## src/rtl/qspim_cfg_pkg.sv

```systemverilog
package qspim_cfg_pkg;

    // --------------------------------------------------
    // SPI frame widths
    // --------------------------------------------------
    localparam int CMD_W  = 8;   // Opcode byte
    localparam int ADDR_W = 24;  // Flash address, MSB first
    localparam int DATA_W = 32;  // Host data word

    // Chip selects brought out to the pins
    localparam int NUM_CS = 4;

    // Derived widths
    localparam int BCNT_W = 2;                // Byte count field
    localparam int CSEL_W = $clog2(NUM_CS);   // Chip select index

    // --------------------------------------------------
    // Small field types
    // --------------------------------------------------

    // Data bytes in the frame minus one, 0..3
    typedef logic [BCNT_W-1:0] byte_cnt_t;

    // Index of the active low chip select
    typedef logic [CSEL_W-1:0] cs_sel_t;

    // Bit counter inside one phase, wide enough for DATA_W
    typedef logic [$clog2(DATA_W)-1:0] bit_cnt_t;

endpackage

```

## src/rtl/qspim_bus_pkg.sv

```systemverilog
package qspim_bus_pkg;

    // --------------------------------------------------
    // Operation kind
    // --------------------------------------------------
    typedef enum logic {
        OP_READ  = 1'b0,   // Frame returns a response word
        OP_WRITE = 1'b1    // Posted, no response
    } spi_op_e;

    // --------------------------------------------------
    // Request, 69 bits
    // Host port -> command FIFO -> controller
    // --------------------------------------------------
    typedef struct packed {
        spi_op_e                              op;        // Read or write
        qspim_cfg_pkg::cs_sel_t               cs_sel;    // Which CS# goes low
        logic [qspim_cfg_pkg::CMD_W-1:0]      cmd;       // SPI opcode
        logic [qspim_cfg_pkg::ADDR_W-1:0]     addr;      // Flash address
        qspim_cfg_pkg::byte_cnt_t             byte_cnt;  // Data bytes minus one
        logic [qspim_cfg_pkg::DATA_W-1:0]     wdata;     // Byte 0 in [7:0] goes first
    } spi_req_t;

    // --------------------------------------------------
    // Response word
    // Byte k of the read in bits 8k+7:8k
    // Bytes beyond byte_cnt are zero
    // --------------------------------------------------
    typedef logic [qspim_cfg_pkg::DATA_W-1:0] rsp_data_t;

    // Width check value for the request
    localparam int REQ_W = $bits(spi_req_t);

endpackage

```

## src/rtl/qspim_fifo.sv

```systemverilog
module qspim_fifo #(
    parameter int  DEPTH     = 2,
    parameter type payload_t = logic [31:0]
) (
    input  logic      mclk,
    input  logic      rst_n_i,

    input  logic      wr_en_i,     // Push, only when not full
    input  payload_t  wr_data_i,
    output logic      full_o,

    input  logic      rd_en_i,     // Pop, only when not empty
    output payload_t  rd_data_o,   // Head entry, valid while not empty
    output logic      empty_o
);

    localparam int PTR_W = (DEPTH > 1) ? $clog2(DEPTH) : 1;
    localparam int CNT_W = $clog2(DEPTH + 1);

    payload_t           mem [DEPTH];   // Storage
    logic [PTR_W-1:0]   wr_ptr;
    logic [PTR_W-1:0]   rd_ptr;
    logic [CNT_W-1:0]   count;         // Occupancy

    // --------------------------------------------------
    // Pointers and occupancy
    // --------------------------------------------------
    always_ff @(posedge mclk or negedge rst_n_i) begin
        if (!rst_n_i) begin
            wr_ptr <= '0;
            rd_ptr <= '0;
            count  <= '0;
        end else begin
            if (wr_en_i) begin
                // Wrap at DEPTH, depth need not be a power of two
                wr_ptr <= (wr_ptr == PTR_W'(DEPTH - 1)) ? '0 : wr_ptr + 1'b1;
            end
            if (rd_en_i) begin
                rd_ptr <= (rd_ptr == PTR_W'(DEPTH - 1)) ? '0 : rd_ptr + 1'b1;
            end
            case ({wr_en_i, rd_en_i})
                2'b10:   count <= count + 1'b1;
                2'b01:   count <= count - 1'b1;
                default: count <= count;    // Both or none
            endcase
        end
    end

    // Write port
    always_ff @(posedge mclk) begin
        if (wr_en_i) begin
            mem[wr_ptr] <= wr_data_i;
        end
    end

    assign rd_data_o = mem[rd_ptr];               // Head, next cycle after a write
    assign full_o    = (count == CNT_W'(DEPTH));
    assign empty_o   = (count == '0);

    // Producer and consumer must respect the flags
    a_no_wr_full: assert property (@(posedge mclk) disable iff (!rst_n_i)
        wr_en_i |-> !full_o);
    a_no_rd_empty: assert property (@(posedge mclk) disable iff (!rst_n_i)
        rd_en_i |-> !empty_o);

endmodule

```

## src/rtl/qspim_host_if.sv

```systemverilog
module qspim_host_if (
    input  logic                      mclk,
    input  logic                      rst_n_i,

    // Host port, four-phase req/ack
    input  logic                      req_i,
    input  qspim_bus_pkg::spi_req_t   req_data_i,
    output logic                      ack_o,
    output qspim_bus_pkg::rsp_data_t  rdata_o,

    // Command FIFO write side
    output logic                      cmd_wr_o,
    output qspim_bus_pkg::spi_req_t   cmd_data_o,
    input  logic                      cmd_full_i,

    // Response FIFO read side
    output logic                      rsp_rd_o,
    input  qspim_bus_pkg::rsp_data_t  rsp_data_i,
    input  logic                      rsp_empty_i
);

    typedef enum logic [1:0] {
        ST_IDLE  = 2'd0,   // Waiting for req_i
        ST_QUEUE = 2'd1,   // Push into command FIFO
        ST_WAIT  = 2'd2,   // Read only, wait for response word
        ST_ACK   = 2'd3    // Ack high until req_i drops
    } state_e;

    state_e state;
    state_e state_nxt;

    logic   is_write;      // Posted request, ack right after the push

    assign is_write = (req_data_i.op == qspim_bus_pkg::OP_WRITE);

    // --------------------------------------------------
    // Handshake FSM
    // --------------------------------------------------
    always_comb begin
        state_nxt = state;
        case (state)
            ST_IDLE: begin
                if (req_i) state_nxt = ST_QUEUE;
            end
            ST_QUEUE: begin
                // Held here under back-pressure
                if (!cmd_full_i) begin
                    state_nxt = is_write ? ST_ACK : ST_WAIT;
                end
            end
            ST_WAIT: begin
                if (!rsp_empty_i) state_nxt = ST_ACK;
            end
            ST_ACK: begin
                if (!req_i) state_nxt = ST_IDLE;   // Return to zero
            end
            default: state_nxt = ST_IDLE;
        endcase
    end

    always_ff @(posedge mclk or negedge rst_n_i) begin
        if (!rst_n_i) begin
            state <= ST_IDLE;
        end else begin
            state <= state_nxt;
        end
    end

    // One push per request, QUEUE is left on the push
    assign cmd_wr_o   = (state == ST_QUEUE) && !cmd_full_i;
    assign cmd_data_o = req_data_i;     // Host keeps it stable until ack

    // Pop on the same edge that raises ack_o
    assign rsp_rd_o   = (state == ST_WAIT) && !rsp_empty_i;

    // Read data holding register
    always_ff @(posedge mclk) begin
        if (rsp_rd_o) begin
            rdata_o <= rsp_data_i;
        end
    end

    assign ack_o = (state == ST_ACK);

    // Request payload held by the host until it sees ack
    a_req_stable: assert property (@(posedge mclk) disable iff (!rst_n_i)
        (req_i && !ack_o) ##1 (req_i && !ack_o) |-> $stable(req_data_i));

endmodule

```

## src/rtl/qspim_ctrl.sv

```systemverilog
module qspim_ctrl #(
    parameter int CLK_DIV = 1          // Half period in mclk cycles, minus one
) (
    input  logic                                  mclk,
    input  logic                                  rst_n_i,

    // Command FIFO read side
    input  logic                                  cmd_empty_i,
    output logic                                  cmd_rd_o,
    input  qspim_bus_pkg::spi_req_t               cmd_data_i,

    // Response FIFO write side
    input  logic                                  rsp_full_i,
    output logic                                  rsp_wr_o,
    output qspim_bus_pkg::rsp_data_t              rsp_data_o,

    // SPI pins, mode 0
    output logic                                  spi_clk_o,
    output logic [qspim_cfg_pkg::NUM_CS-1:0]      spi_csn_o,
    output logic                                  spi_sdo_o,
    input  logic                                  spi_sdi_i
);

    localparam int DIV_W = (CLK_DIV > 0) ? $clog2(CLK_DIV + 1) : 1;
    localparam int TX_W  = qspim_cfg_pkg::CMD_W + qspim_cfg_pkg::ADDR_W
                         + qspim_cfg_pkg::DATA_W;
    localparam int BIT_W = $bits(qspim_cfg_pkg::bit_cnt_t);

    typedef enum logic [2:0] {
        ST_IDLE   = 3'd0,
        ST_SELECT = 3'd1,   // Half period before CS# falls
        ST_CMD    = 3'd2,
        ST_ADDR   = 3'd3,
        ST_DATA   = 3'd4,
        ST_DESEL  = 3'd5    // Half period before CS# rises
    } state_e;

    state_e                     state;
    logic [DIV_W-1:0]           div_cnt;
    logic                       tick;       // Half period boundary
    qspim_cfg_pkg::bit_cnt_t    bit_cnt;    // Bit inside the phase
    qspim_cfg_pkg::bit_cnt_t    last_bit;   // Final bit of the phase
    logic                       shifting;
    logic                       rise;       // SCK about to go high
    logic                       fall;       // SCK about to go low

    // Frame context, loaded at the pop
    logic                       op_rd_q;
    qspim_cfg_pkg::cs_sel_t     cs_q;
    qspim_cfg_pkg::byte_cnt_t   bcnt_q;
    logic [TX_W-1:0]            tx_sr;      // MSB is the bit on the line
    qspim_bus_pkg::rsp_data_t   rx_word;

    // --------------------------------------------------
    // Half period divider, held at zero while idle
    // --------------------------------------------------
    always_ff @(posedge mclk or negedge rst_n_i) begin
        if (!rst_n_i) begin
            div_cnt <= '0;
        end else if (state == ST_IDLE || tick) begin
            div_cnt <= '0;
        end else begin
            div_cnt <= div_cnt + 1'b1;
        end
    end

    assign tick     = (state != ST_IDLE) && (div_cnt == DIV_W'(CLK_DIV));
    assign shifting = (state == ST_CMD) || (state == ST_ADDR) || (state == ST_DATA);
    assign rise     = shifting && tick && !spi_clk_o;
    assign fall     = shifting && tick && spi_clk_o;

    // Phase lengths from the frame widths
    always_comb begin
        case (state)
            ST_CMD:  last_bit = BIT_W'(qspim_cfg_pkg::CMD_W - 1);
            ST_ADDR: last_bit = BIT_W'(qspim_cfg_pkg::ADDR_W - 1);
            default: last_bit = {bcnt_q, 3'b111};   // (byte_cnt+1)*8 - 1
        endcase
    end

    // Start a frame only with room for a response
    assign cmd_rd_o = (state == ST_IDLE) && !cmd_empty_i && !rsp_full_i;

    // --------------------------------------------------
    // Phase FSM and pin registers
    // --------------------------------------------------
    always_ff @(posedge mclk or negedge rst_n_i) begin
        if (!rst_n_i) begin
            state     <= ST_IDLE;
            bit_cnt   <= '0;
            spi_clk_o <= 1'b0;
            spi_csn_o <= '1;
            spi_sdo_o <= 1'b0;
        end else begin
            case (state)
                ST_IDLE: begin
                    if (cmd_rd_o) state <= ST_SELECT;
                end
                ST_SELECT: begin
                    if (tick) begin
                        spi_csn_o <= ~(qspim_cfg_pkg::NUM_CS'(1) << cs_q);
                        spi_sdo_o <= tx_sr[TX_W-1];   // First cmd bit set up
                        bit_cnt   <= '0;
                        state     <= ST_CMD;
                    end
                end
                ST_CMD, ST_ADDR, ST_DATA: begin
                    if (tick) spi_clk_o <= ~spi_clk_o;
                    if (fall) begin
                        spi_sdo_o <= tx_sr[TX_W-2];   // Next bit after the shift
                        if (bit_cnt == last_bit) begin
                            bit_cnt <= '0;
                            case (state)
                                ST_CMD:  state <= ST_ADDR;
                                ST_ADDR: state <= ST_DATA;
                                default: begin
                                    state     <= ST_DESEL;
                                    spi_sdo_o <= 1'b0;
                                end
                            endcase
                        end else begin
                            bit_cnt <= bit_cnt + 1'b1;
                        end
                    end
                end
                ST_DESEL: begin
                    if (tick) begin
                        spi_csn_o <= '1;
                        state     <= ST_IDLE;
                    end
                end
                default: state <= ST_IDLE;
            endcase
        end
    end

    // --------------------------------------------------
    // Shift data path
    // --------------------------------------------------
    always_ff @(posedge mclk) begin
        if (cmd_rd_o) begin
            op_rd_q <= (cmd_data_i.op == qspim_bus_pkg::OP_READ);
            cs_q    <= cmd_data_i.cs_sel;
            bcnt_q  <= cmd_data_i.byte_cnt;
            rx_word <= '0;    // Unread bytes stay zero
            // Data bytes go out byte 0 first, sdo low on reads
            if (cmd_data_i.op == qspim_bus_pkg::OP_WRITE) begin
                tx_sr <= {cmd_data_i.cmd, cmd_data_i.addr,
                          cmd_data_i.wdata[7:0],   cmd_data_i.wdata[15:8],
                          cmd_data_i.wdata[23:16], cmd_data_i.wdata[31:24]};
            end else begin
                tx_sr <= {cmd_data_i.cmd, cmd_data_i.addr,
                          {qspim_cfg_pkg::DATA_W{1'b0}}};
            end
        end else begin
            if (fall) tx_sr <= {tx_sr[TX_W-2:0], 1'b0};
            // Byte k in 8k+7:8k, MSB of each byte first
            if (rise && state == ST_DATA && op_rd_q) begin
                rx_word[{bit_cnt[4:3], ~bit_cnt[2:0]}] <= spi_sdi_i;
            end
        end
    end

    // Response pushed as CS# rises
    assign rsp_wr_o   = (state == ST_DESEL) && tick && op_rd_q;
    assign rsp_data_o = rx_word;

    a_cs_onehot: assert property (@(posedge mclk) disable iff (!rst_n_i)
        $onehot0(~spi_csn_o));
    // SCK only toggles inside a frame, never across a CS# edge
    a_clk_in_frame: assert property (@(posedge mclk) disable iff (!rst_n_i)
        spi_clk_o |=> (!(&spi_csn_o) && $stable(spi_csn_o)));

endmodule

```

## src/rtl/qspim_top.sv

```systemverilog
module qspim_top #(
    parameter int CLK_DIV   = 1,   // SPI half period minus one
    parameter int CMD_DEPTH = 2,
    parameter int RSP_DEPTH = 2
) (
    input  logic                              mclk,
    input  logic                              rst_n_i,

    // Host port
    input  logic                              req_i,
    input  qspim_bus_pkg::spi_req_t           req_data_i,
    output logic                              ack_o,
    output qspim_bus_pkg::rsp_data_t          rdata_o,

    // SPI pins
    output logic                              spi_clk_o,
    output logic [qspim_cfg_pkg::NUM_CS-1:0]  spi_csn_o,
    output logic                              spi_sdo_o,
    input  logic                              spi_sdi_i
);

    // --------------------------------------------------
    // Command path
    // --------------------------------------------------
    logic                       cmd_wr;
    logic                       cmd_rd;
    logic                       cmd_full;
    logic                       cmd_empty;
    qspim_bus_pkg::spi_req_t    cmd_wdata;
    qspim_bus_pkg::spi_req_t    cmd_rdata;   // FIFO head

    // --------------------------------------------------
    // Response path
    // --------------------------------------------------
    logic                       rsp_wr;
    logic                       rsp_rd;
    logic                       rsp_full;
    logic                       rsp_empty;
    qspim_bus_pkg::rsp_data_t   rsp_wdata;
    qspim_bus_pkg::rsp_data_t   rsp_rdata;

    qspim_host_if u_host_if (
        .mclk        (mclk        ),
        .rst_n_i     (rst_n_i     ),
        .req_i       (req_i       ),
        .req_data_i  (req_data_i  ),
        .ack_o       (ack_o       ),
        .rdata_o     (rdata_o     ),
        .cmd_wr_o    (cmd_wr      ),   // Push request
        .cmd_data_o  (cmd_wdata   ),
        .cmd_full_i  (cmd_full    ),
        .rsp_rd_o    (rsp_rd      ),   // Pop response with ack
        .rsp_data_i  (rsp_rdata   ),
        .rsp_empty_i (rsp_empty   )
    );

    // Request queue, posted writes pile up here
    qspim_fifo #(.DEPTH(CMD_DEPTH), .payload_t(qspim_bus_pkg::spi_req_t)) u_cmd_fifo (
        .mclk        (mclk        ),
        .rst_n_i     (rst_n_i     ),
        .wr_en_i     (cmd_wr      ),
        .wr_data_i   (cmd_wdata   ),
        .full_o      (cmd_full    ),
        .rd_en_i     (cmd_rd      ),
        .rd_data_o   (cmd_rdata   ),
        .empty_o     (cmd_empty   )
    );

    // Read words back to the host
    qspim_fifo #(.DEPTH(RSP_DEPTH), .payload_t(qspim_bus_pkg::rsp_data_t)) u_rsp_fifo (
        .mclk        (mclk        ),
        .rst_n_i     (rst_n_i     ),
        .wr_en_i     (rsp_wr      ),
        .wr_data_i   (rsp_wdata   ),
        .full_o      (rsp_full    ),
        .rd_en_i     (rsp_rd      ),
        .rd_data_o   (rsp_rdata   ),
        .empty_o     (rsp_empty   )
    );

    qspim_ctrl #(.CLK_DIV(CLK_DIV)) u_ctrl (
        .mclk        (mclk        ),
        .rst_n_i     (rst_n_i     ),
        .cmd_empty_i (cmd_empty   ),
        .cmd_rd_o    (cmd_rd      ),
        .cmd_data_i  (cmd_rdata   ),
        .rsp_full_i  (rsp_full    ),   // Stalls the next frame
        .rsp_wr_o    (rsp_wr      ),
        .rsp_data_o  (rsp_wdata   ),
        .spi_clk_o   (spi_clk_o   ),
        .spi_csn_o   (spi_csn_o   ),
        .spi_sdo_o   (spi_sdo_o   ),
        .spi_sdi_i   (spi_sdi_i   )
    );

endmodule

```

## config.mk

```make
export PLATFORM = sky130hd
export DESIGN_NAME = qspim_top
export DESIGN_NICKNAME = d
export VERILOG_FILES = /design/src/rtl/qspim_cfg_pkg.sv /design/src/rtl/qspim_bus_pkg.sv /design/src/rtl/qspim_fifo.sv /design/src/rtl/qspim_host_if.sv /design/src/rtl/qspim_ctrl.sv /design/src/rtl/qspim_top.sv
export SDC_FILE = /design/constraint.sdc
export NUM_CORES = 1
export LEC_CHECK = 0
export BUFFER_PORTS_ARGS = -buffer_cell sky130_fd_sc_hd__buf_2
export CORE_MARGIN = 2
export CORE_UTILIZATION = 35
export DETAILED_ROUTE_END_ITERATION = 16
export PLACE_DENSITY_LB_ADDON = 0.05
export SLEW_MARGIN = 30
export SYNTH_ARGS = -nofsm -noshare
export SYNTH_HDL_FRONTEND = slang
export SYNTH_SLANG_ARGS = --single-unit
```

## constraint.sdc

```tcl
create_clock -name mclk -period 7.4 [get_ports mclk]
set_clock_uncertainty 0.2 [all_clocks]
set_input_delay 0.74 -clock mclk [delete_from_list [all_inputs] [get_ports mclk]]
set_output_delay 0.74 -clock mclk [all_outputs]
set_load 0.01 [all_outputs]
```

## Word level (Yosys, flattened, before mapping)

Memories as Yosys holds them, arrays and structs flattened. A register that Yosys moved wholly into a read port is not among the register bits.
Index checks and enable logic that the tools add are counted.

| cells by class | value |
|---|---|
| bitwise logic cells | 4 |
| eq/ne operators | 24 |
| reduce and logical (&&, ||, !) cells | 38 |
| shift-type cells | 1 |
| magnitude comparators | 2 |
| add/subtract/negate cells | 10 |
| mux-type cells | 43 |

Operator list:

| cell | count |
|---|---|
| 2-to-1 mux 64 bit | 2 |
| bitwise mux 32 bit | 1 |
| 2-to-1 mux 32 bit | 1 |
| case mux 5 bit (2 select lines) | 2 |
| 2-to-1 mux 1 bit | 15 |
| 2-to-1 mux 3 bit | 5 |
| 2-to-1 mux 5 bit | 3 |
| logical AND 1 bit | 13 |
| equality test 2 bit (second input constant) | 6 |
| case mux 3 bit (4 select lines) | 1 |
| inequality test 2 bit (second input constant) | 5 |
| nonzero test 2 bit | 5 |
| 2-to-1 mux 2 bit | 4 |
| 2-to-1 mux 4 bit | 2 |
| inequality test 2 x 1 -> 1 bit (second input constant) | 4 |
| case mux 2 bit (2 select lines) | 2 |
| case mux 2 bit (4 select lines) | 1 |
| case mux 4 bit (2 select lines) | 1 |
| equality test 2 x 1 -> 1 bit (second input constant) | 3 |
| equality test 3 x 2 -> 1 bit (second input constant) | 2 |
| equality test 3 bit (second input constant) | 2 |
| logical NOT 2 bit | 3 |
| < comparator 5 x 6 -> 1 bit (second input constant) | 1 |
| case mux 3 bit (2 select lines) | 1 |
| 23 further kinds | 37 |

| storage, ports and cells | value |
|---|---|
| logic and storage cells | 142 |
| memory bits (writable) | 202 |
| memories | 2 |
| bits in registers | 126 |
| output and inout port bits | 39 |
| bits of input ports | 73 |

Memory list:

| name | depth | width | rd ports | clocked after memory_dff | wr ports | RTL line | source |
|---|---|---|---|---|---|---|---|
| u_cmd_fifo.mem | 2 | 69 | 1 | 0 | 1 | qspim_fifo.sv:20 | `payload_t mem [DEPTH];` |
| u_rsp_fifo.mem | 2 | 32 | 1 | 1 | 1 | qspim_fifo.sv:20 |  |

## Longest topological paths before layout

| depth | value |
|---|---|
| word-level depth | 7 |
| mapped depth | 10 |
| gate-level depth less buffers | 8 |

## Cells and area by module

A second synthesis with hierarchy kept.

| second synthesis, totals | value |
|---|---|
| cell total of the unflattened synthesis | 1006 |
| area total of the unflattened synthesis | 15001.9 µm² |

Modules (own cells, without submodules):

| module | times used | cells each | seq. area each (µm²) | area each (µm²) |
|---|---|---|---|---|
| qspim_fifo at u_cmd_fifo | 1 | 231 | 4244.1 | 5515.3 |
| qspim_ctrl | 1 | 540 | 3093.0 | 5176.2 |
| qspim_fifo at u_rsp_fifo | 1 | 116 | 2021.9 | 2646.3 |
| qspim_host_if | 1 | 119 | 1011.0 | 1664.1 |

## Worst setup path before layout

No wires, ideal clock.

| timing path | value |
|---|---|
| kind | reg2reg |
| start | register u_ctrl.state[1] |
| end | register u_ctrl.tx_sr[0], enable pin |
| data arrival time | 5.635 ns |
| required time | 6.626 ns |
| buffers on the path | 1 |
| stages on the path, launching flop included | 5 |
| period minus slack after synthesis | 6.409 ns |
| library setup time | 0.574 ns |
| slack | 0.991 ns |
| cell sequence | dfrtp_1 -> or3b_1 -> buf_6 -> and2_4 -> o21ai_0 |

| on the way | value |
|---|---|
| longest elaborated chain between the ends | 6 |
| elaborated cells between the ends (all ways) | 13 |
| classes of those cells | eq/ne: 3; reduce/logical: 10 |

RTL lines:

| element | RTL line | source |
|---|---|---|
| start, declared | qspim_ctrl.sv:38 | `state_e state;` |
| start signal, assigned | qspim_ctrl.sv:89 | `state <= ST_IDLE;` |
| start signal, assigned | qspim_ctrl.sv:97 | `if (cmd_rd_o) state <= ST_SELECT;` |
| start signal, assigned | qspim_ctrl.sv:104 | `state <= ST_CMD;` |
| equality test 3 x 2 -> 1 bit | qspim_ctrl.sv:68 | `assign shifting = (state == ST_CMD) \|\| (state == ST_ADDR) \|\| (state == ST_DATA);` |
| logical OR 1 bit (2 in a row) | qspim_ctrl.sv:68 |  |
| logical AND 1 bit (2 in a row) | qspim_ctrl.sv:70 | `assign fall = shifting && tick && spi_clk_o;` |
| nonzero test 2 bit (no line) (*) | -- |  |
| end signal, assigned | qspim_ctrl.sv:148 | `tx_sr <= {cmd_data_i.cmd, cmd_data_i.addr,` |
| end signal, assigned | qspim_ctrl.sv:152 | `tx_sr <= {cmd_data_i.cmd, cmd_data_i.addr,` |
| end signal, assigned | qspim_ctrl.sv:156 | `if (fall) tx_sr <= {tx_sr[TX_W-2:0], 1'b0};` |
| end, declared | qspim_ctrl.sv:51 | `logic [TX_W-1:0] tx_sr;` |

Mark *: on every way between the ends. The rest lies on a longest branch, timed or not.
A chain may end at the register's enable or synchronous reset.

## Worst setup path in the final report

| timing path | value |
|---|---|
| start | register u_ctrl.state[1] |
| end | register u_ctrl.tx_sr[19], enable pin |

Same word-level chain as after synthesis.

==> results by group <==
STA
  – Setup TNS: 0 ns
  – Final Hold Fails: 0
  – RSZ-0062 raised after global routing: no
  – Hold_ws: 0.01946 ns
  – Fin crit share: a little over two fifths
  – Final Critical Period: 3.229 ns
  – Fmax: 309.7 MHz
  – Final setup violation count: 0
  – Rel. slew slack: between 40% and 50%
  – Final-report max-slew violation count: 0
  – Worst-Margin Slew: 0.8870 ns
  – Final worst slack: 4.171 ns

Worst setup path
  – Slowest stage delay, CP: 0.69 ns
  – CP Class: reg2reg
  – Reg-to-reg critical path startpoint: u_ctrl.state[1]
  – Register-to-Register Path Depth: 5
  – Req. time, crit path: 7.37 ns
  – Slowest stage cell on the critical path: buf_4
  – Most used cell, CP: buf_4
  – Critical path arrival: 3.20 ns
  – Worst Setup Start Kind: flop
  – Crit path max fanout: 81
  – CP endpoint kind: flop
  – Worst reg-to-reg setup slack: 4.17 ns
  – Worst r2r dst: u_ctrl.tx_sr[19]
  – Critical path cell sequence: nor3_1 -> nand2b_4 -> buf_4 -> o21ai_4 -> buf_4

Logic synthesis
  – Post-synthesis sequential area ratio: about three quarters
  – Most used DFF post-synth: edfxtp_1
  – Post-synth top area cell: edfxtp_1
  – Number of synthesized flops with an enable pin: slightly above 300
  – Synthesized instance count: 903
  – Share of the synthesized area in the top cell type: 65.96%
  – Ys Warns: 0
  – Syn Nets: 986
  – Syn Area/Cell: 15.28 um2
  – Most common library cells after synthesis: 303 x edfxtp_1, 127 x nand2_1, 72 x mux2i_1
  – Number of library cell types mapped by synthesis: 50
  – Top post-synthesis cells by area: edfxtp_1 66%, mux2i_1 5.2%, dfxtp_1 4.6%, dfrtp_1 3.8%, nand2_1 3.5%
  – Count leader, synth: edfxtp_1
  – Synth Register Bits: 360
  – Async set-reset flop share out of synthesis: 6.944%
  – Synthesized area: 0.01379 mm2

Die
  – Die area: 0.04102 mm2
  – Core area: a little under 0.04 mm2
  – Initial cell density of the core: 35.61%
  – Row count: 72
  – DIE WIDTH: a little over 200 um
  – I/O pin cnt: 112
  – Die Ht: 202.5 um

Detailed routing
  – Mean routed wirelength per cell: between 15 and 20 um
  – Post-DR vias/cell: about 4.6
  – Post-Route WL: around 26 mm
  – DRC viols: 0
  – Antenna Violating Nets Remaining: 0
  – Vias post-DR: roughly 7300
  – Pre-antenna DRT Iters: 6
  – Detailed Route Iter0 Violations: 337

CTS
  – Setup Buffers After CTS: 0
  – TritonCTS clock tree: yes
  – H-tree depth: 2
  – CTS sink count: 360
  – Clock transition at the registers of the reported paths: 0.06 ns
  – Cts hold-fix bufs: 0
  – Clk root buf: clkbuf_16
  – TritonCTS buffer count: between 40 and 50
  – Max Buffers Root-to-Sink: 3
  – Clock latency on the worst-skew pair: roughly 0.54 ns
  – CTS resizes: 0

Placed design
  – Placed inst area: ~0.015 mm2
  – PortBufs: 111
  – GP Congestion: between 0.6 and 0.7
  – Final HPWL DP: 14.59 mm
  – Pre-CTS setup slack: just over 4 ns

Global route
  – Maximum number of pins on one net before global-route repair: 82
  – Initial antenna violation count: 2
  – Vias in the first global route: ~7300
  – GR Overflow Total: 0
  – GRT Util Overall: 13.11%
  – First-pass GRT wire length: 41.97 mm

Finish
  – P&R area growth vs syn: 17.75%
  – Final net count: 1101
  – Share of layout cells above drive strength 1: between 20% and 30%
  – Finished Cell Area: 0.01624 mm2

Power
  – Sw Share: 21.97%
  – Power Total: 4.757 mW
  – Pwr/cell area: 292.9 mW/mm2
  – Comb pwr share: 7.0%
  – Sequential power share: between 50 and 60%
  – P_sw: ~1.0 mW
  – VDD IR max: 155.1 uV
  – Pleak: 5.826 nW
  – Int Pwr: 3.712 mW
  – Clock share of power: 40.7%

Min path
  – Hold WC Path Type: in2async

Flow run
  – Max-cap viol count: 0

Outcome
  – Outcome: completed
[through the flow]
stage	std cells	util [%]
4_1_cts	1565	41.93
5_1_grt	1565	41.93
3_3_place_gp	1492	38.50
3_5_place_dp	1493	38.60
2_1_floorplan	903	-
6_report	1566	41.93
[sequential cells by signal, summed over array words and instances, names as in the netlist, 2 cells and up]
name               flops
u_host_if.state        2
u_ctrl.bit_cnt         5
u_ctrl.spi_csn_o       4
u_rsp_fifo.count       2
u_cmd_fifo.count       2
u_ctrl.rsp_data_o     32
u_ctrl.bcnt_q          2
u_ctrl.state           3
u_ctrl.cs_q            2
u_cmd_fifo.mem       138
u_host_if.rdata_o     32
u_rsp_fifo.mem        64
u_ctrl.tx_sr          64
[worst max-delay path, delay by kind of cell (launching register included)]
kind            cells  cell delay, ns
compound gates      1            0.13
buf+inv             2            1.17
flops               1            0.53
simple gates        2            0.77
[power groups by stage]
stage	registers, mW	clock network (mW)	logic (mW)
6_report	2.49	1.93	0.335
3_5_place_dp	2.53	0	0.352
5_1_grt	2.51	2.09	0.381
3_3_place_gp	2.53	0	0.350
4_1_cts	2.49	2.01	0.353
2_1_floorplan	2.53	0	0.205
[final cells by class]
type	instances	area (um2)
sequential	360	10380
antenna	1	2.502
clock inverter	4	47.55
multi-input combinational	477	3201
tap	518	648.1
clock buffer	68	1240
fill	3606	22490
timing repair buffer	122	669.4
inverter	16	60.06
[worst max path at each step]
stage | from | endpoint | slack, ns | cells past startpoint
after detailed placement | u_ctrl.state[1] | u_ctrl.tx_sr[14] | 4.08 | 5
after floorplan | u_ctrl.state[1] | u_ctrl.tx_sr[0] | 0.99 | 4
after global placement | u_ctrl.state[1] | u_ctrl.tx_sr[17] | 4.10 | 5
after global routing | u_ctrl.state[1] | u_ctrl.tx_sr[43] | 3.86 | 5
final | u_ctrl.state[1] | u_ctrl.tx_sr[19] | 4.17 | 5
after CTS | u_ctrl.state[1] | u_ctrl.tx_sr[11] | 4.09 | 5
[cells in the final DEF, fill, tap and decap left out, drive strengths merged, types with 2 or more instances in the layout]
cell type and n:
edfxtp 303, nand2 127, buf 122, mux2i 72, clkbuf 68, o21ai 39, mux2 38, dfxtp 32
o31ai 31, a21oi 31, nand3 31, nor2 24, dfrtp 21, inv 17, xnor2 10, ha 10
nor3 10, nand2b 9, a31oi 6, nor2b 5, xor2 4, dfstp 4, and2 4, and3 3
o22ai 2, or3b 2, nor4 2, clkinv 2
[cell families after synthesis]
logic type	count (synthesis)	share of synthesized area, %
adders and majority gates	10	0.9070
AOI/OAI and AO/OA	119	5.216
and+or+nand+nor	224	7.456
DFF	360	75.17
buffers and inverters	66	2.032
muxes	110	8.327
xor gates and xnor gates	14	0.8888
[routing by layer]
metal  vias to the layer above  global-route usage, %  share of wire [%]
met2                       129                  21.25                 48
met4                         2                  5.266                2.8
met3                        52                  2.793                4.4
li1                       3596                      -                  -
met1                      3486                  17.23                 45
met5                         -                      0              0.050
No activity file was read; power rests on OpenSTA's default activity.
